===== src/rtl/eth_capture_pkg.sv =====
package eth_capture_pkg;

  localparam int ADDR_W = 12;
  localparam int DATA_W = 32;
  localparam int BUF_AW = 9;
  localparam int LEN_W  = 12;
  localparam int TS_W   = 64;

  // ------------------------------------------------------------
  // host register map
  // ------------------------------------------------------------
  typedef enum logic [ADDR_W-1:0] {
    REG_STATUS   = 12'h000,
    REG_COUNT_LO = 12'h004,
    REG_COUNT_HI = 12'h008,
    REG_TS_LO    = 12'h010,
    REG_TS_HI    = 12'h014,
    REG_LEN      = 12'h018
  } reg_addr_e;

  // address bit 11 selects the frame buffer window
  localparam logic [ADDR_W-1:0] BUF_BASE = 12'h800;

  // receive FSM
  typedef enum logic [1:0] {
    RX_WAIT_IDLE = 2'b01,
    RX_READY     = 2'b10,
    RX_LOAD      = 2'b11,
    RX_OFF       = 2'b00
  } rx_state_e;

  typedef enum logic [1:0] {
    RESP_OKAY   = 2'b00,
    RESP_EXOKAY = 2'b01,
    RESP_SLVERR = 2'b10,
    RESP_DECERR = 2'b11
  } resp_e;

endpackage

===== src/rtl/time_counter.sv =====
`timescale 1ns/1ps

module time_counter (
  input  logic                                clk_125,
  input  logic                                core_rst_n,
  input  logic [eth_capture_pkg::DATA_W/8-1:0] load_lo_i,
  input  logic [eth_capture_pkg::DATA_W/8-1:0] load_hi_i,
  input  logic [eth_capture_pkg::DATA_W-1:0]  load_data_i,
  output logic [eth_capture_pkg::TS_W-1:0]    count_o
);

  import eth_capture_pkg::*;

  logic [TS_W-1:0] count_q;
  logic [TS_W-1:0] count_next;

  // strobed bytes replace the incremented value
  always_comb begin
    count_next = count_q + 1'b1;
    for (int b = 0; b < DATA_W/8; b++) begin
      if (load_lo_i[b]) begin
        count_next[8*b +: 8] = load_data_i[8*b +: 8];
      end
      if (load_hi_i[b]) begin
        count_next[DATA_W + 8*b +: 8] = load_data_i[8*b +: 8];
      end
    end
  end

  always_ff @(posedge clk_125 or negedge core_rst_n) begin
    if (!core_rst_n) begin
      count_q <= '0;
    end else begin
      count_q <= count_next;
    end
  end

  assign count_o = count_q;

endmodule


===== config.mk =====
export PLATFORM = sky130hd
export DESIGN_NAME = time_counter
export DESIGN_NICKNAME = d
export VERILOG_FILES = /design/src/rtl/eth_capture_pkg.sv /design/src/rtl/time_counter.sv
export SDC_FILE = /design/constraint.sdc
export NUM_CORES = 1
export LEC_CHECK = 0
export ABC_AREA = 1
export BUFFER_PORTS_ARGS = -buffer_cell sky130_fd_sc_hd__buf_4
export CAP_MARGIN = 30
export CORE_MARGIN = 1
export CORE_UTILIZATION = 54
export CTS_CLUSTER_SIZE = 10
export DETAILED_ROUTE_END_ITERATION = 8
export HOLD_SLACK_MARGIN = 0.1
export PLACE_DENSITY_LB_ADDON = 0.3
export SYNTH_ARGS = -nofsm -noshare
export SYNTH_HDL_FRONTEND = slang
export SYNTH_SLANG_ARGS = --single-unit

===== constraint.sdc =====
create_clock -name clk_125 -period 2 [get_ports clk_125]
set_input_delay 0.1 -clock clk_125 [delete_from_list [all_inputs] [get_ports clk_125]]
set_output_delay 0.1 -clock clk_125 [all_outputs]
set_load 0.01 [all_outputs]

---- Yosys cells after proc, flatten, opt, wreduce, memory -nomap -nowiden ----
Cells that the tools add are included.
cells by class
  add/subtract/negate cells ............... 1
  mux-type cells .......................... 8
operators with widths
  operator                                                         number
  64-bit by 1-bit adder with 64-bit output, second input constant  1
  8-bit 2-to-1 mux                                                 8
storage, ports and cells
  register bits ........................... 64
  output and inout bits ................... 64
  word-level logic and storage cells ...... 10

---- Longest topological paths before layout ----
  depth after elaboration ................. 2
  gate-level depth with buffers ........... 11
  depth with buffers taken out ............ 11

---- Worst setup path after synthesis ----
OpenSTA, ideal clock, no wires.
  path type ............................... register to register
  start ................................... register count_q[0], in the netlist count_o[0]
  end ..................................... register count_q[52], in the netlist count_o[52]
  library setup time ...................... 118 ps
  data arrival time ....................... 1505 ps
  required time ........................... 1882 ps
  slack ................................... 377 ps
  stages on the path, launching flop included .. 11
  clock period less this slack ............ 1623 ps
  path through ............................ dfrtp_1 > ha_1 > nand2_1 > nor2_4 > nand2_4 > nor2_8 > nand2_1 > nor2_1 > nand2_1 > nand3_1 > nand2_1
on the way
  cells in the longest elaborated chain, start to end .. 2
RTL lines
  element                                   line                source
  start: declaration                        time_counter.sv:14  logic [TS_W-1:0] count_q;
  start signal: assignment                  time_counter.sv:34  count_q <= count_next;
  64-bit by 1-bit adder with 64-bit output  time_counter.sv:19  count_next = count_q + 1'b1;
  8-bit 2-to-1 mux                          time_counter.sv:24  if (load_hi_i[b]) begin
  net count_next[52]                        time_counter.sv:15  logic [TS_W-1:0] count_next;
The timed path passes the listed nets, and every way through them passes these cells.

---- Final worst setup path ----
  start ................................... register count_q[1], in the netlist count_o[1]
  end ..................................... register count_q[18], in the netlist count_o[18]
on the way
  cells in the longest elaborated chain, start to end .. 2
RTL lines
  element                                   line                source
  64-bit by 1-bit adder with 64-bit output  time_counter.sv:19
  8-bit 2-to-1 mux                          time_counter.sv:21  if (load_lo_i[b]) begin
  net count_next[18]                        time_counter.sv:15
The timed path passes the listed nets, and every way through them passes these cells.

==> out/qor.txt <==
CTS max path bufs = 2
Mapped Cells = 657
Initial core utilization = 57.29%
Clk sinks = 64
Seq/Total Area, Yosys = 37.74%
Fillers = 456
Core area = 7408 sq um
Num CTS Buffers = 9
Post-route DRC = 0
Setup Skew = 13.48 ps
Critical-path top delay cell = dfrtp_1
Final WL = 18240 um
WL met3 = 1881 um
Element type at the critical path end = register
Setup WS post-layout = -23.17 ps
Outcome = finished, violations left
IO buf count = 105
Max Slew Vio Count = 0
Number of global-route vias before repair = 5441
Met2 WL post-DR = 8546 um
Setup CP Type = register to register
CP Max Fanout = 5
Max stage delay on crit path = 410 ps
Chip height = 90.66 um
Netlist Area Pre-Place = 4244 sq um
Failing checks = negative setup slack
Area Growth Syn to Fin = 44.37%
Antenna cells = 0
Most common cell after layout, fill and taps aside = nand2_1
Worst Setup Start Kind = register
Fmax achieved = 494.3 MHz
CTS tree = yes
CTS root buf = clkbuf_8
TritonRoute pass-1 iters = 6
Clock-pin slew on the worst setup and hold paths = 80 ps
Fin util = 82.71%
Maxcap violations = 0
Die area = 8218 sq um
DR WL/cell = 19.39 um
WP buf/inv = 1
Post-DP HPWL = 11330 um
Violation count after the first detailed-route iteration = 593
Worst-skew pair later-pin latency = 350 ps
Max FFs per register = 64
Synthesized area per cell = 6.460 sq um
First-pass GRT wire length = 27650 um
Via/cell ratio = 5.906
Max_slew headroom = 44.20%
Initial antenna violation count = 0
Static Leak = 2.798 nW
GRT Resource Usage Total = 43.72%
Routability cong. = 0.9980
Total gr overflow = 0
Tcrit/Tclk final = 101.2%
Yosys cell types = 25
Commonest cells after routing, fill and taps aside = 278 x nand2_1, 113 x buf_4, 111 x nor2_1
Top Layer Used = met4
CTS H-tree lvls = 3
Least-Margin Pin Slew = 837.1 ps
Place WS = -34.07 ps
Synth Net Count = 700
Yosys warns = 0
Met1 wire length = 6744 um
Antenna Violating Nets Remaining = 0
Top delay family on crit path = simple AND/OR/NAND/NOR gates
Setup violators final = 1
Share of cells above drive strength 1 = 19.48%
PD cells = 584.9 nW/um^2
Final net count = 883
WP data arrival = 2230 ps
Row count = 31
Die width = 90.66 um
Crit path cell chain = ha_2, nand2_1, nor2_4, buf_4, nand3b_1, nor2_2, xnor2_1, o21ai_0
Crit path required time = 2200 ps
Largest net degree at the start of global routing = 65
DR vias = 5558
Peak VDD IR = 0.3656 mV
Setup TNS = -23.17 ps
#FFs+latches synth = 64
Final Critical Period = 2023 ps
Hold Fails Final Rpt = 0
IO Count = 106
Worst hold-check path type = primary input to async pin
==> per-stage QoR <==
stage                     area [sq um]  instances  hold slack, ps  total power, mW
after CTS                         6013        938           427.2            3.472
after floorplan                   4244        657          -195.6            1.915
final                             6127        941           394.8            3.584
after detailed placement          5171        859           243.8            2.325
after global placement            5171        859           226.0            2.301
after global routing              6127        941           479.2            3.694
==> synth_stat cells <==
cell | number | area (sq um)
ha_1 | 1 | 12.51
o21ai_0 | 19 | 95.09
dfrtp_1 | 64 | 1602
o21bai_1 | 22 | 165.2
or2_2 | 1 | 6.260
o21ai_1 | 3 | 15.01
nand4_1 | 6 | 37.54
nor2_8 | 2 | 40.04
nor2_2 | 3 | 18.77
a21oi_1 | 6 | 30.03
nor2_1 | 121 | 454.2
nand2_2 | 3 | 18.77
clkbuf_1 | 7 | 26.28
nand3_1 | 45 | 225.2
xor2_1 | 10 | 87.58
nand2_1 | 285 | 1070
nor2_4 | 2 | 22.52
buf_1 | 1 | 3.750
a22oi_1 | 1 | 7.510
nand3b_1 | 2 | 15.01
xnor2_1 | 14 | 122.6
a31oi_1 | 1 | 6.260
inv_1 | 34 | 127.6
nand2_4 | 2 | 22.52
or2_0 | 2 | 12.51
==> repair_timing <==
item,in CTS,in global routing
hold endpoints to repair,128,0
hold buffers,66,0
buffers inserted,0,3
endpoints found under the setup margin,1,19
gates cloned,0,0
pin swaps,0,5
gates resized for setup,1,28
==> report_power, final <==
group / internal [mW] / switching [mW] / leakage [nW]
clock: 0.566 / 0.516 / 0.0935
sequential: 1.41 / 0.187 / 0.769
combinational: 0.430 / 0.470 / 1.94
==> worst paths after layout <==
check / from / end / slack (ps) / depth (start not counted)
max: count_o[1] / count_o[18] / -20 / 8
min: core_rst_n / count_o[15] / 390 / 2
max reg2reg: count_o[1] / count_o[18] / -20 / 8
min reg2reg: count_o[0] / count_o[0] / 570 / 1
max in group asynchronous: core_rst_n / count_o[0] / 1010 / 2
min in group clk_125: load_data_i[7] / count_o[7] / 520 / 4
==> area by class of cell <==
| class | instances | area (sq um) | share of cell area (%) |
|---|---|---|---|
| Clock buffer | 13 | 178.9 | 2.920 |
| Tap cell | 99 | 123.9 | 2.022 |
| Sequential cell | 64 | 1608 | 26.24 |
| Multi-Input combinational cell | 551 | 2560 | 41.78 |
| Inverter | 34 | 127.6 | 2.083 |
| Timing Repair Buffer | 180 | 1529 | 24.95 |
==> routing by layer <==
| metal | GRT usage (%) | vias up |
|---|---|---|
| met2 | 74.68 | 484 |
| met3 | 8.418 | 117 |
| met1 | 52.30 | 2525 |
| met4 | 22.04 | 0 |
| met5 | 0 | - |
| li1 | - | 2432 |
==> kinds of logic (layout without fill, tap and decap cells) <==
group / Yosys count / in the layout / synth area share [%]
xor gates and xnor gates: 24 / 24 / 4.953
adders and majority gates: 1 / 1 / 0.2948
buffers and inverters: 42 / 227 / 3.715
AOI/OAI and AO/OA: 52 / 52 / 7.518
and+or+nand+nor: 474 / 474 / 45.78
DFF: 64 / 64 / 37.74
Power figures use the tool's default switching activity.
