[config.mk]
export PLATFORM = sky130hd
export DESIGN_NAME = frame_rx
export DESIGN_NICKNAME = d
export VERILOG_FILES = /design/src/rtl/eth_capture_pkg.sv /design/src/rtl/frame_rx.sv
export SDC_FILE = /design/constraint.sdc
export NUM_CORES = 1
export LEC_CHECK = 0
export ABC_AREA = 1
export BUFFER_PORTS_ARGS = -buffer_cell sky130_fd_sc_hd__clkbuf_2
export CAP_MARGIN = 10
export CORE_MARGIN = 3
export CORE_UTILIZATION = 53
export DETAILED_ROUTE_END_ITERATION = 8
export GPL_TIMING_DRIVEN = 1
export PLACE_DENSITY = 0.84
export SYNTH_ARGS = -nofsm -noshare
export SYNTH_HDL_FRONTEND = slang
export SYNTH_SLANG_ARGS = --single-unit
[constraint.sdc]
create_clock -name clk_125 -period 4 [get_ports clk_125]
set_input_delay 0.4 -clock clk_125 [delete_from_list [all_inputs] [get_ports clk_125]]
set_output_delay 0.4 -clock clk_125 [all_outputs]
set_load 0.01 [all_outputs]
[src/rtl/eth_capture_pkg.sv]
package eth_capture_pkg;

  localparam int ADDR_W = 12;
  localparam int DATA_W = 32;
  localparam int BUF_AW = 9;
  localparam int LEN_W  = 12;
  localparam int TS_W   = 64;

  // ------------------------------------------------------------
  // host register map
  // ------------------------------------------------------------
  typedef enum logic [ADDR_W-1:0] {
    REG_STATUS   = 12'h000,
    REG_COUNT_LO = 12'h004,
    REG_COUNT_HI = 12'h008,
    REG_TS_LO    = 12'h010,
    REG_TS_HI    = 12'h014,
    REG_LEN      = 12'h018
  } reg_addr_e;

  // address bit 11 selects the frame buffer window
  localparam logic [ADDR_W-1:0] BUF_BASE = 12'h800;

  // receive FSM
  typedef enum logic [1:0] {
    RX_WAIT_IDLE = 2'b01,
    RX_READY     = 2'b10,
    RX_LOAD      = 2'b11,
    RX_OFF       = 2'b00
  } rx_state_e;

  typedef enum logic [1:0] {
    RESP_OKAY   = 2'b00,
    RESP_EXOKAY = 2'b01,
    RESP_SLVERR = 2'b10,
    RESP_DECERR = 2'b11
  } resp_e;

endpackage
[src/rtl/frame_rx.sv]
`timescale 1ns/1ps

module frame_rx #(
  parameter int BUF_AW = eth_capture_pkg::BUF_AW,
  parameter int LEN_W  = eth_capture_pkg::LEN_W
) (
  input  logic                                clk_125,
  input  logic                                core_rst_n,
  input  logic                                rx_dv_i,
  input  logic [7:0]                          rx_data_i,
  input  logic                                arm_i,
  input  logic [eth_capture_pkg::TS_W-1:0]    count_i,
  output logic                                wr_en_o,
  output logic [eth_capture_pkg::DATA_W/8-1:0] wr_be_o,
  output logic [BUF_AW-1:0]                   wr_addr_o,
  output logic [eth_capture_pkg::DATA_W-1:0]  wr_data_o,
  output logic [eth_capture_pkg::TS_W-1:0]    ts_o,
  output logic [LEN_W-1:0]                    len_o,
  output logic                                done_o,
  output logic                                busy_o
);

  import eth_capture_pkg::*;

  localparam int LANES  = DATA_W / 8;
  localparam int LANE_W = $clog2(LANES);

  rx_state_e          state_q;
  logic [BUF_AW-1:0]  waddr_q;
  logic [LANE_W-1:0]  lane_q;
  logic               full_q;
  logic [LEN_W-1:0]   cnt_q;
  logic               store;

  assign store  = rx_dv_i && (state_q == RX_READY || state_q == RX_LOAD);
  assign busy_o = (state_q != RX_OFF);

  always_ff @(posedge clk_125 or negedge core_rst_n) begin
    if (!core_rst_n) begin
      state_q <= RX_OFF;
      waddr_q <= '0;
      lane_q  <= '0;
      full_q  <= 1'b0;
      cnt_q   <= '0;
      ts_o    <= '0;
      len_o   <= '0;
      done_o  <= 1'b0;
      wr_en_o <= 1'b0;
    end else begin
      done_o  <= 1'b0;
      wr_en_o <= 1'b0;
      case (state_q)
        RX_OFF: begin
          if (arm_i) state_q <= RX_WAIT_IDLE;
        end
        // skip any frame already on the line
        RX_WAIT_IDLE: begin
          waddr_q <= '0;
          lane_q  <= '0;
          full_q  <= 1'b0;
          cnt_q   <= '0;
          if (!rx_dv_i) state_q <= RX_READY;
        end
        RX_READY: begin
          if (rx_dv_i) begin
            ts_o    <= count_i;
            state_q <= RX_LOAD;
          end
        end
        RX_LOAD: begin
          if (!rx_dv_i) begin
            len_o   <= cnt_q;
            done_o  <= 1'b1;
            state_q <= RX_OFF;
          end
        end
        default: state_q <= RX_OFF;
      endcase

      if (store) begin
        wr_en_o <= !full_q;
        // length keeps counting past a full buffer, saturating
        if (cnt_q != '1) cnt_q <= cnt_q + 1'b1;
        lane_q <= lane_q + 1'b1;
        if (&lane_q) begin
          if (&waddr_q) full_q <= 1'b1;
          else waddr_q <= waddr_q + 1'b1;
        end
      end
    end
  end

  // little-endian byte packing
  always_ff @(posedge clk_125) begin
    if (store) begin
      wr_addr_o <= waddr_q;
      wr_be_o   <= {{(LANES-1){1'b0}}, 1'b1} << lane_q;
      wr_data_o <= {LANES{rx_data_i}};
    end
  end

endmodule

==> Word level (Yosys, flattened, before mapping) <==
Cells that the tools add are included.
Widths: inputs -> output; s select.
{ "op_classes": {"reduce_logical": 11, "bitwise_logic": 1, "mux": 21, "n_addsub": 3, "shift": 1, "eq_ne": 8} }
{ "op_table": {"columns": ["cell", "count"], "rows": [
  ["$mux 12", 3],
  ["$mux 9", 4],
  ["$add 12x1->12 const B", 1],
  ["$mux 2", 6],
  ["$ne 12x12->1 const B", 1],
  ["$add 9x1->9 const B", 1],
  ["$reduce_and 9->1", 1],
  ["$ne 2x2->1 const B", 4],
  ["$pmux 2 s4", 1],
  ["$mux 1", 7],
  ["$reduce_and 2->1", 3],
  ["$eq 2x2->1 const B", 2],
  ["$reduce_and 4->1", 1],
  ["$reduce_bool 2->1", 2],
  ["$shl 1x2->4 const A", 1],
  ["$add 2x1->2 const B", 1],
  ["$eq 2x1->1 const B", 1],
  ["$logic_not 2->1", 1],
  ["$logic_and 1x1->1", 1],
  ["$logic_not 1->1", 1],
  ["$logic_or 1x1->1", 1],
  ["$not 1->1", 1]
]} }
{ "word_totals": {"reg_bits": 149, "word_cells": 57, "input_bits": 76} }

==> Longest topological paths before layout <==
{ "logic_depth": {"depth_word": 5, "mapped_depth": 13} }

==> Worst setup path before layout <==
OpenSTA, ideal clock, no wires.
{ "synth_timing": {"kind": "register -> register", "start": "reg waddr_q[0]", "end": "reg waddr_q[4]", "stages_incl_launch_ff": 14, "t_arrival_ns": 1.687, "n_path_buf": 0, "required_ns": 3.923, "period_less_slack_ns": 1.764, "path_slack_ns": 2.236, "setup_ns": 0.077, "path_cell_list": "dfrtp_1 -> ha_1 -> nand2_1 -> inv_1 -> nand4_1 -> nor2_1 -> ha_1 -> nor2_2 -> nand2_4 -> inv_2 -> nand2_1 -> inv_1 -> nand2_1 -> a21oi_1"} }
{ "synth_via": {"elab_chain_cells": 4} }
{ "synth_rtl": {"columns": ["element", "line_no", "rtl"], "rows": [
  ["start, declared", "frame_rx.sv:29", "logic [BUF_AW-1:0] waddr_q;"],
  ["start signal, assigned", "frame_rx.sv:87", "else waddr_q <= waddr_q + 1'b1;"],
  ["$add 9x1->9 or $reduce_and 9->1 (tied branches)", "frame_rx.sv:87, frame_rx.sv:86", null],
  ["$mux 9 *", "frame_rx.sv:86", "if (&waddr_q) full_q <= 1'b1;"],
  ["$mux 9 *", "frame_rx.sv:85", "if (&lane_q) begin"],
  ["$mux 9 *", "frame_rx.sv:80", "if (store) begin"]
]} }
Every way passes the cells marked *; elsewhere a longest branch is shown, timed or not.
A chain may end at the register's enable or synchronous reset.

==> Final worst setup path <==
{ "layout_timing": {"start": "reg state_q[0]", "end": "reg waddr_q[4]"} }
{ "layout_via": {"elab_chain_cells": 5} }
{ "layout_rtl": {"columns": ["element", "line_no", "rtl"], "rows": [
  ["start, declared", "frame_rx.sv:28", "rx_state_e state_q;"],
  ["start signal, assigned", "frame_rx.sv:40", "state_q <= RX_OFF;"],
  ["start signal, assigned", "frame_rx.sv:54", "if (arm_i) state_q <= RX_WAIT_IDLE;"],
  ["start signal, assigned", "frame_rx.sv:62", "if (!rx_dv_i) state_q <= RX_READY;"],
  ["$eq 2x1->1", "frame_rx.sv:52", "case (state_q)"],
  ["$mux 9", "frame_rx.sv:52", null],
  ["$mux 9", "frame_rx.sv:86", null],
  ["$mux 9", "frame_rx.sv:85", null],
  ["$mux 9 *", "frame_rx.sv:80", null]
]} }
Marked as above.

==> results by group <==
Synth
  • Top cell type's share of synthesized area: 0.4846
  • Number of synthesized flops with an enable pin: 21
  • Synth top cells by count: 104 x dfrtp_1, 70 x nand2_1, 64 x mux2_2
  • Sequential area share after synthesis: 0.6021
  • Synth Register Bits: 125
  • Mean Syn Cell Area: 11.88 um^2
  • Area leader, netlist: dfrtp_1
  • Syn_nets: 537
  • Most used flip-flop cell after synthesis: dfrtp_1
  • Cell with the most instances after synthesis: dfrtp_1
  • Synth area leaders: dfrtp_1 48%, mux2_2 13%, edfxtp_1 12%
  • Yosys warning total: 0
  • Post-Syn Area: 0.005370 mm^2
  • Library cells used by synthesis: 31
  • Synth Instances: 452
  • Ys async rst share: 0.8320

Global routing
  • Largest net degree at the start of global routing: between 70 and 80
  • Total track usage: 0.2070
  • Initial antenna violation count: 0
  • Vias in the first global route: roughly 3900
  • First-pass GRT wire length: about 18 mm
  • GRT Residual Overflow: 0

Timing
  • Max Transition Viols Final: 0
  • Worst setup margin: 1.896 ns
  • Fmax: 0.4752 GHz
  • RSZ-0062 raised after global routing: false
  • Final Hold Vio Count: 0
  • Slew headroom: 0.3868
  • Slew @ Worst Pin: 0.9199 ns
  • Fin Setup TNS: 0 ns
  • Fin crit share: 0.5261
  • Setup Skew: 0.008874 ns
  • Final min period: 2.104 ns
  • Setup Viol. Count Final: 0

Floorplanning
  • # IOs: 200
  • Die W: about 110 um
  • Initial Util: 0.5469
  • Die H: approximately 110 um
  • Die area: 0.01138 mm^2
  • Total core area: 0.009819 mm^2
  • FP Rows: 36

Placed design
  • IO buf count: 199
  • Pre-CTS setup slack: approximately 1.9 ns
  • Detailed Place HPWL: 8.198 mm
  • Placed Cells: 751
  • Final GP Congestion: 0.8743

Clock tree
  • CTS tree: built
  • Clock Sinks: 125
  • Hold-fix buffers, CTS: 0
  • PostCTS Resize Cnt: 0
  • Post-CTS Setup Repair Bufs: 0
  • Clock Path Buffers: 2
  • Inserted Clock Buffers: 17
  • Root Driver: clkbuf_8
  • Clk slew on worst S/H paths: 0.06 ns
  • H-tree levels: 4
  • Worst-Skew Late Latency: 0.51 ns

Worst setup path
  • Crit path largest cell delay: 0.57 ns
  • CP arrival: 2.54 ns
  • CP startpoint kind: flop
  • Slowest stage cell, crit path: nand2_2
  • CP Max Fanout: 31
  • Critical Path RT: around 4.4 ns
  • Setup Crit Path Kind: flop to flop
  • CP delay by family, top: simple AND/OR/NAND/NOR gates
  • CP Capture Type: flop
  • Critical path, cell by cell: inv_1 -> ha_1 -> nand2_2 -> nand2_2 -> nand2_4 -> inv_2 -> nand2_1 -> inv_1 -> nand2_1 -> a21oi_1
  • Worst Path Buf+Inv: 3

Drt
  • Highest routed layer: met4
  • Drc violations: 0
  • Total length of routed wires: 11.40 mm
  • Initial DRT Pass Iterations: 4
  • Post-DRT Antenna Nets: 0
  • Routed wl met2: 5.976 mm
  • M1 wire length: 4.534 mm
  • DRT iter0 DRCs: 218
  • DR vias: 3881
  • Vias per cell: 4.957
  • WL met3: 632 um
  • DR WL/cell: 14.56 um

Hold path
  • Worst hold path class: primary input to async pin

Pwr
  • PwrDens: 777.0 mW/mm^2
  • Worst VDD drop: roughly 0.00045 V
  • Cell leakage power: between 3 and 4 nW

Finish
  • Share of cells above drive strength 1: 0.4862
  • Layout Nets: 722
  • Antenna cell count: 0
  • Cell Count, Final, Fillers Out: approximately 800
  • Syn-to-layout area delta: 28.24%

Job
  • Max-cap violations: 0

Run status
  • Status: finished clean
-- path summary, 6_finish.rpt --
path | slack, ns | end | startpoint | cells past startpoint
max in group asynchronous | 3.03 | ts_o[36] | core_rst_n | 2
setup reg to reg | 1.90 | waddr_q[4] | state_q[0] | 10
hold reg to reg | 0.44 | wr_en_o | full_q | 1
setup / recovery | 1.90 | waddr_q[4] | state_q[0] | 10
min in group clk_125 | 0.07 | wr_data_o[30] | rx_data_i[6] | 1
hold / removal | 0.02 | ts_o[53] | core_rst_n | 1
-- cells in the final DEF (no fill, tap or decap), types with 2 or more instances in the layout --
| master | netlist | routed |
|---|---|---|
| nand2_2 | 3 | 3 |
| clkinv_2 | 0 | 2 |
| clkbuf_8 | 0 | 4 |
| o21ai_0 | 24 | 24 |
| o21ai_2 | 6 | 6 |
| inv_1 | 33 | 33 |
| bufinv_16 | 0 | 4 |
| nand2_1 | 70 | 70 |
| inv_4 | 2 | 2 |
| nor2_2 | 4 | 4 |
| nor2_1 | 31 | 31 |
| dfrtp_1 | 104 | 104 |
| nand3_1 | 19 | 19 |
| nand4_1 | 5 | 5 |
| o21ai_1 | 2 | 2 |
| clkbuf_2 | 0 | 198 |
| xor2_1 | 3 | 3 |
| a31oi_1 | 2 | 2 |
| edfxtp_1 | 21 | 21 |
| buf_4 | 24 | 3 |
| nand2_4 | 3 | 3 |
| clkinvlp_4 | 0 | 3 |
| mux2_2 | 64 | 64 |
| a21oi_1 | 5 | 5 |
| ha_1 | 9 | 9 |
| clkbuf_16 | 0 | 16 |
| clkbuf_1 | 1 | 2 |
-- state kept, by name (all words and copies together), names as in the netlist, 2 cells and up --
register	flops
ts_o	64
cnt_q	12
len_o	12
waddr_q	9
wr_addr_o	9
wr_data_o	8
wr_be_o	4
lane_q	2
state_q	2
-- cells by family after synthesis --
group           share of synthesized area
compound gates                    0.04357
xor+xnor                         0.004894
fa+ha+maj                         0.02097
buf+inv                           0.07968
flops                              0.6021
mux                                0.1342
simple gates                       0.1146
-- layer usage --
metal	global-route usage	vias up
li1	-	1858
met1	0.2393	1855
met2	0.3642	145
met3	0.04756	23
met4	0.09680	0
met5	0	-
-- report_power, final --
group / switching [mW] / internal [mW] / leakage [nW]
logic: 0.938 / 0.774 / 1.64
registers: 0.250 / 1.79 / 1.50
clock network: 0.534 / 1.06 / 0.297
total: 1.72 / 3.63 / 3.44
-- final cells by class --
class / instances / area (um^2)
multi-input cells: 256 / 1709
flip-flops and latches: 125 / 3233
inverters: 36 / 140.1
clock buffers: 22 / 462.9
clock inverters: 10 / 161.4
repair buffers: 201 / 1013
fillers: 725 / 2933
well taps: 133 / 166.4
-- per-stage QoR --
| step | power, mW | util | hold WS (ns) | instance area [um^2] |
|---|---|---|---|---|
| after floorplan | 3.180 | - | 0.1044 | 5370 |
| after global placement | 3.699 | 0.6377 | 0.4203 | 6262 |
| after detailed placement | 3.788 | 0.6377 | 0.4246 | 6262 |
| after CTS | 5.409 | 0.7013 | 0.03851 | 6887 |
| after global routing | 5.662 | 0.7013 | 0.04516 | 6887 |
| final | 5.351 | 0.7013 | 0.02053 | 6887 |
Power figures use the tool's default switching activity.
