`config.mk`:
```
export PLATFORM = sky130hd
export DESIGN_NAME = host_regs
export DESIGN_NICKNAME = d
export VERILOG_FILES = /design/src/rtl/eth_capture_pkg.sv /design/src/rtl/host_regs.sv
export SDC_FILE = /design/constraint.sdc
export NUM_CORES = 1
export LEC_CHECK = 0
export ABC_CLOCK_PERIOD_IN_PS = 2200
export BUFFER_PORTS_ARGS = -buffer_cell sky130_fd_sc_hd__buf_4
export CAP_MARGIN = 30
export CELL_PAD_IN_SITES_DETAIL_PLACEMENT = 1
export CELL_PAD_IN_SITES_GLOBAL_PLACEMENT = 2
export CORE_MARGIN = 2
export CORE_UTILIZATION = 18
export DETAILED_ROUTE_END_ITERATION = 10
export PLACE_DENSITY = 0.93
export SYNTH_ARGS = -nofsm -noshare
export SYNTH_HDL_FRONTEND = slang
export SYNTH_SLANG_ARGS = --single-unit
```
`constraint.sdc`:
```
create_clock -name clk_125 -period 2.2 [get_ports clk_125]
set_input_delay 0.11 -clock clk_125 [delete_from_list [all_inputs] [get_ports clk_125]]
set_output_delay 0.11 -clock clk_125 [all_outputs]
set_load 0.1 [all_outputs]
```
`src/rtl/eth_capture_pkg.sv`:
```
package eth_capture_pkg;

  localparam int ADDR_W = 12;
  localparam int DATA_W = 32;
  localparam int BUF_AW = 9;
  localparam int LEN_W  = 12;
  localparam int TS_W   = 64;

  // ------------------------------------------------------------
  // host register map
  // ------------------------------------------------------------
  typedef enum logic [ADDR_W-1:0] {
    REG_STATUS   = 12'h000,
    REG_COUNT_LO = 12'h004,
    REG_COUNT_HI = 12'h008,
    REG_TS_LO    = 12'h010,
    REG_TS_HI    = 12'h014,
    REG_LEN      = 12'h018
  } reg_addr_e;

  // address bit 11 selects the frame buffer window
  localparam logic [ADDR_W-1:0] BUF_BASE = 12'h800;

  // receive FSM
  typedef enum logic [1:0] {
    RX_WAIT_IDLE = 2'b01,
    RX_READY     = 2'b10,
    RX_LOAD      = 2'b11,
    RX_OFF       = 2'b00
  } rx_state_e;

  typedef enum logic [1:0] {
    RESP_OKAY   = 2'b00,
    RESP_EXOKAY = 2'b01,
    RESP_SLVERR = 2'b10,
    RESP_DECERR = 2'b11
  } resp_e;

endpackage
```
`src/rtl/host_regs.sv`:
```
`timescale 1ns/1ps

module host_regs #(
  parameter int BUF_AW = eth_capture_pkg::BUF_AW,
  parameter int LEN_W  = eth_capture_pkg::LEN_W
) (
  input  logic                                 clk_125,
  input  logic                                 core_rst_n,
  input  logic [eth_capture_pkg::ADDR_W-1:0]   awaddr_i,
  input  logic                                 awvalid_i,
  output logic                                 awready_o,
  input  logic [eth_capture_pkg::DATA_W-1:0]   wdata_i,
  input  logic [eth_capture_pkg::DATA_W/8-1:0] wstrb_i,
  input  logic                                 wvalid_i,
  output logic                                 wready_o,
  output eth_capture_pkg::resp_e               bresp_o,
  output logic                                 bvalid_o,
  input  logic                                 bready_i,
  input  logic [eth_capture_pkg::ADDR_W-1:0]   araddr_i,
  input  logic                                 arvalid_i,
  output logic                                 arready_o,
  output logic [eth_capture_pkg::DATA_W-1:0]   rdata_o,
  output eth_capture_pkg::resp_e               rresp_o,
  output logic                                 rvalid_o,
  input  logic                                 rready_i,
  input  logic [eth_capture_pkg::TS_W-1:0]     count_i,
  input  logic [eth_capture_pkg::TS_W-1:0]     ts_i,
  input  logic [LEN_W-1:0]                     len_i,
  input  logic                                 done_i,
  input  logic                                 busy_i,
  input  logic [eth_capture_pkg::DATA_W-1:0]   rd_data_i,
  output logic [BUF_AW-1:0]                    rd_addr_o,
  output logic                                 arm_o,
  output logic [eth_capture_pkg::DATA_W/8-1:0] load_lo_o,
  output logic [eth_capture_pkg::DATA_W/8-1:0] load_hi_o,
  output logic [eth_capture_pkg::DATA_W-1:0]   load_data_o,
  output logic                                 irq_o
);

  import eth_capture_pkg::*;

  logic              bvalid_q;
  logic              rvalid_q;
  logic              rd_pend_q;
  logic              done_q;
  logic [DATA_W-1:0] rdata_q;
  logic [DATA_W-1:0] reg_rdata;
  logic              pending;
  logic              wr_go;
  logic              rd_go;
  logic              rd_buf;
  logic [ADDR_W-1:0] wr_off;
  logic [ADDR_W-1:0] rd_off;

  // ------------------------------------------------------------
  // handshake, one transaction at a time
  // ------------------------------------------------------------
  assign pending = bvalid_q || rvalid_q || rd_pend_q;
  assign wr_go   = awvalid_i && wvalid_i && !pending;
  assign rd_go   = arvalid_i && !pending && !wr_go;

  assign awready_o = wr_go;
  assign wready_o  = wr_go;
  assign arready_o = rd_go;

  assign rd_buf = |(araddr_i & BUF_BASE);
  assign wr_off = {awaddr_i[ADDR_W-1:2], 2'b00};
  assign rd_off = {araddr_i[ADDR_W-1:2], 2'b00};

  // RAM samples the address in the accept cycle
  assign rd_addr_o   = BUF_AW'(araddr_i[ADDR_W-2:2]);
  assign load_data_o = wdata_i;

  // write decode, buffer writes are dropped
  always_comb begin
    arm_o     = 1'b0;
    load_lo_o = '0;
    load_hi_o = '0;
    if (wr_go) begin
      case (wr_off)
        REG_STATUS:   arm_o = wstrb_i[0] && wdata_i[0];
        REG_COUNT_LO: load_lo_o = wstrb_i;
        REG_COUNT_HI: load_hi_o = wstrb_i;
        default:      ;
      endcase
    end
  end

  always_comb begin
    case (rd_off)
      REG_STATUS:   reg_rdata = {{(DATA_W-2){1'b0}}, done_q, busy_i};
      REG_COUNT_LO: reg_rdata = count_i[DATA_W-1:0];
      REG_COUNT_HI: reg_rdata = count_i[TS_W-1:DATA_W];
      REG_TS_LO:    reg_rdata = ts_i[DATA_W-1:0];
      REG_TS_HI:    reg_rdata = ts_i[TS_W-1:DATA_W];
      REG_LEN:      reg_rdata = DATA_W'(len_i);
      default:      reg_rdata = '0;
    endcase
  end

  always_ff @(posedge clk_125 or negedge core_rst_n) begin
    if (!core_rst_n) begin
      bvalid_q  <= 1'b0;
      rvalid_q  <= 1'b0;
      rd_pend_q <= 1'b0;
      done_q    <= 1'b0;
    end else begin
      if (wr_go) bvalid_q <= 1'b1;
      else if (bready_i) bvalid_q <= 1'b0;

      // buffer reads wait one more cycle for the RAM
      rd_pend_q <= rd_go && rd_buf;
      if ((rd_go && !rd_buf) || rd_pend_q) rvalid_q <= 1'b1;
      else if (rready_i) rvalid_q <= 1'b0;

      // a finishing frame wins over a clear
      if (done_i) done_q <= 1'b1;
      else if (arm_o) done_q <= 1'b0;
    end
  end

  always_ff @(posedge clk_125) begin
    if (rd_go && !rd_buf) rdata_q <= reg_rdata;
    else if (rd_pend_q) rdata_q <= rd_data_i;
  end

  assign bvalid_o = bvalid_q;
  assign bresp_o  = RESP_OKAY;
  assign rvalid_o = rvalid_q;
  assign rdata_o  = rdata_q;
  assign rresp_o  = RESP_OKAY;
  assign irq_o    = done_q;

endmodule

```
# Word-level counts from Yosys, hierarchy flattened
# Index checks and enable logic that the tools add are counted.
[totals]
regBits = 36
in_bits = 241
out_inout_bits = 92
word_cells = 46
[classes]
n_eq_ne = 7
n_mux = 15
n_reduce_logical = 19
[ops]
columns = ["op", "n"]
rows = [
  ["$pmux 32 s6", 1],
  ["$mux 32", 2],
  ["$eq 10x3->1 const B", 3],
  ["$logic_not 12->1", 2],
  ["$eq 10x1->1 const B", 2],
  ["$eq 10x2->1 const B", 2],
  ["$mux 4", 4],
  ["$mux 1", 8],
  ["$reduce_bool 2->1", 4],
  ["$logic_and 1x1->1", 7],
  ["$logic_not 1->1", 3],
  ["$logic_or 1x1->1", 3],
]

# Longest topological paths before layout
[depth]
depth_word = 9
mapped_depth = 6

# Worst setup path after synthesis
# No wires, ideal clock.
[synth_timing]
path_kind = "register -> output"
from = "reg rvalid_q (netlist: rvalid_o)"
to = "out load_hi_o[0] (netlist name)"
arrival_ps = 3618
t_required_ps = 2090
setup_slack_ps = -1528
stages_incl_launch_ff = 5
path_buffers = 0
path_cell_list = "dfrtp_1 -> or3_1 -> nor2_2 -> nand2_1 -> nor2_1"
[synth_between]
elab_chain_len = 5
[synth_rtl]
columns = ["item", "line_no", "text"]
rows = [
  ["from (decl)", "host_regs.sv:43", "logic rvalid_q;"],
  ["from (signal assigned)", "host_regs.sv:104", "rvalid_q <= 1'b0;"],
  ["from (signal assigned)", "host_regs.sv:113", "if ((rd_go && !rd_buf) || rd_pend_q) rvalid_q <= 1'b1;"],
  ["from (signal assigned)", "host_regs.sv:114", "else if (rready_i) rvalid_q <= 1'b0;"],
  ["$logic_or 1x1->1 (2 in a row)", "host_regs.sv:58", "assign pending = bvalid_q || rvalid_q || rd_pend_q;"],
  ["$logic_not 1->1", "host_regs.sv:59", "assign wr_go = awvalid_i && wvalid_i && !pending;"],
  ["$logic_and 1x1->1", "host_regs.sv:59", ""],
  ["named net awready_o", "host_regs.sv:11", "output logic awready_o,"],
  ["$mux 4", "host_regs.sv:79", "if (wr_go) begin"],
  ["to (decl)", "host_regs.sv:35", "output logic [eth_capture_pkg::DATA_W/8-1:0] load_hi_o,"],
]
# The timed path passes the listed nets, and every way through them passes these cells.

# Worst setup path in the final report
[layout_timing]
from = "reg rvalid_q (netlist: rvalid_o)"
to = "out load_lo_o[2] (netlist name)"
[layout_between]
elab_chain_len = 5
[layout_rtl]
columns = ["item", "line_no", "text"]
rows = [
  ["$logic_or 1x1->1 (2 in a row)", "host_regs.sv:58", ""],
  ["$logic_not 1->1", "host_regs.sv:59", ""],
  ["$logic_and 1x1->1", "host_regs.sv:59", ""],
  ["$mux 4", "host_regs.sv:79", ""],
  ["to (decl)", "host_regs.sv:34", "output logic [eth_capture_pkg::DATA_W/8-1:0] load_lo_o,"],
]
# No other way between the ends.

==> results.toml <==
[sta]
fmax_mhz = 490.4
finalSetupViolCount = 0
period_share_pct = 92.68
final_max_slew_viol_count = 0
tightest_slew_ns = 0.9452
fin_skew_ns = 0.004619
fin_crit_ns = 2.039
fin_setup_tns_ns = 0
worst_slack_ns = 0.1610
slew_headroom_pct = 36.70
rsz0062_at_grt = "no"
hold_viol_final = 0

[cts]
cts_sinks = 36
h-tree-depth = 2
clockRootBuffer = "clkbuf_16"
clock_path_buffers = 2
cts_resized = 0
cts_tree = "done"
cts.clk_slew.worst_paths_ns = 0.06
cts_inserted_buffers = 5
clock_latency_ns = 0.28

[setup_path]
r2r-end = "rdata_o[20]"
max_stage_delay_ns = 0.49
worstReg2RegStart = "rvalid_o"
worstPathArrival_ns = 1.93
crit_family = "simple AND/OR/NAND/NOR gates"
cp-start-kind = "flop"
reg2reg_setup_slack_ns = 0.33
crit_chain = "or3_4, nor2_4, buf_12, and3_2, buf_4"
path_buf_inv = 2
ff2ff_path_depth = 5
worstPathRequired_ns = 2.09
cp-end-kind = "output pin"
crit_type = "reg -> out"
critPathMaxFanout = 9
critPathSlowestCell = "dfrtp_4"

[route]
routed_wl_um = 14210
dr.pass1.iters = 4
ant_nets = 0
wire_per_inst_um = 18.95
drc = 0
viasPerCell = 4.487
drt-initial-drc-count = 98
vias = 3365

[floorplan]
ioPinCount = 333
die_y_um = 136.7
dieArea_um2 = 18700
core_um2 = 17240
die_width_um = 136.7
rows = 48
initial_core_util_pct = 18.40

[layout]
antenna_cells = 0
final_cell_area_um2 = 5311
fill_cells = 1987
utilization_pct = 30.81
fin_nets = 766
area_delta_synth_final_pct = 67.46
drive_above_1_share_pct = 61.90

[outcome]
outcome = "completed"

[placed_design]
dp_hpwl_um = 11770
io_buffers = 262
dp_slack_ns = 0.2131
place_congestion = 0.7775
dpl_cell_area_um2 = 5130

[worst_hold_path]
hold_start = "done_i"
hold_end = "irq_o"
min_path_type = "in -> reg"
hold_depth = 2

[power_and_ir_drop]
leakagePower_uw = 0.002371
power.density_nw_per_um2 = 590.1
peakVddDrop_v = 0.0002301

[logic_synthesis]
avgSynthCellArea_um2 = 10.37
ys_ff_latch = 36
syn-instance-count = 306
yosysWarnings = 0
synthDistinctLibCells = 47
synth_area_um2 = 3172
ys_seq_area_share_pct = 33.45

[global_route]
grt_max_degree = 43
overflow = 0
grt_pass1_vias = 3714
grtUsageTotal_pct = 14.21
grt_pass1_wl_um = 19930
grt_antenna_before_repair = 0

[job]
cap_violations = 0
## layer usage
metal  up-vias  global-route usage [%]  part of all wire (%)
met1      1586                   14.23                    35
li1       1580                       -                     -
met3        23                   4.296                   9.9
met2       176                   27.75                    53
met4         0                   4.398                   1.6
met5         -                       0                     0
## synth_stat cells (all sizes together)
master | count | area, um2
a211o | 1 | 10.01
a21o | 1 | 7.510
a22oi | 30 | 245.2
a2bb2oi | 2 | 17.52
and2 | 1 | 6.260
and2b | 1 | 7.510
and3 | 5 | 31.28
and4 | 1 | 8.760
and4b | 1 | 10.01
buf | 65 | 470.5
clkbuf | 5 | 28.77
conb | 1 | 3.750
dfrtp | 4 | 100.1
dlymetal6s2s | 1 | 12.51
edfxtp | 32 | 960.9
inv | 3 | 11.26
mux2 | 10 | 112.6
mux2i | 34 | 340.3
nand2 | 17 | 63.81
nand2b | 1 | 6.260
nand3 | 1 | 5.000
nand3b | 1 | 7.510
nand4b | 2 | 23.77
nor2 | 5 | 21.27
nor2b | 3 | 18.77
nor3 | 3 | 36.29
nor3b | 2 | 15.01
nor4 | 3 | 33.78
nor4b | 1 | 23.77
o21a | 20 | 150.1
o21ai | 12 | 60.06
o21bai | 1 | 7.510
o221ai | 20 | 175.2
o22a | 10 | 87.58
o22ai | 1 | 6.260
o32a | 2 | 20.02
or3 | 1 | 6.260
or4 | 2 | 18.77
## per-stage QoR
stage                     power (uW)  hold slack (ns)  cells
final                           3134          0.03038    750
after global routing            3278          0.02425    750
after CTS                       3189          0.01655    748
after detailed placement        2458         -0.08630    739
after global placement          2431         -0.09079    739
after floorplan                 2196          -0.1856    309
## kinds of logic (layout without fill, tap and decap cells)
kind of cell    after synthesis  in the layout  synth area share (%)
flops                        36             36                 33.45
mux                          44             44                 14.28
buf+inv                      74            290                 16.49
other cells                   1              4                0.1182
compound gates              100            100                 24.81
simple gates                 51             51                 10.85
## cell usage in the layout, fill, tap and decap left out, types with 2 or more instances in the layout
master         instances
a22oi_1               26
a22oi_2                4
a2bb2oi_1              2
and3_2                 4
buf_12                 4
buf_4                274
clkbuf_16              5
conb_1                 4
dfrtp_1                2
dlygate4sd3_1          2
edfxtp_1              32
inv_1                  3
mux2_2                10
mux2i_1               34
nand2_1               13
nand2_2                4
nor2_4                 5
nor2b_1                2
nor3_2                 2
nor3b_1                2
nor4_1                 2
o21a_1                20
o21ai_1               12
o221ai_1              20
o22a_1                10
o32a_1                 2
## state kept, by name, summed over array words and instances (netlist names)
signal,cells
bvalid_o,1
irq_o,1
rd_pend_q,1
rdata_o,32
rvalid_o,1
## power by group
group	internal, uW	total [uW]	switching, uW	leakage [uW]
sequential	859	890	30.8	0.000342
combinational	532	1560	1020	0.00196
clock	412	688	277	0.0000667
## worst max path at each step
stage                     slack (ns)        start  cells after the start           end
after global placement          0.24  araddr_i[4]                      7   rdata_o[11]
final                           0.16     rvalid_o                      5  load_lo_o[2]
after CTS                       0.01     rvalid_o                      4         arm_o
after global routing             0.1     rvalid_o                      6  load_hi_o[0]
after detailed placement        0.21  araddr_i[4]                      7   rdata_o[11]
after floorplan                -0.27     rvalid_o                      4         irq_o
## layout make-up
cell class	count	area, um2	share of cell area [%]
repair buffers	280	2157	40.61
flip-flops and latches	36	1066	20.07
clock inverters	1	5.005	0.09423
clock buffers	6	128.9	2.426
inverters	3	11.26	0.2120
multi-input cells	199	1662	31.28
well taps	225	281.5	5.300
## repair_timing
| item | CTS | global route |
|---|---|---|
| hold endpoints to repair | 5 | 0 |
| hold buffers | 2 | 0 |
| setup endpoints to repair | 0 | 1 |
| setup buffers | 0 | 2 |
No activity file was read; power rests on OpenSTA's default activity.
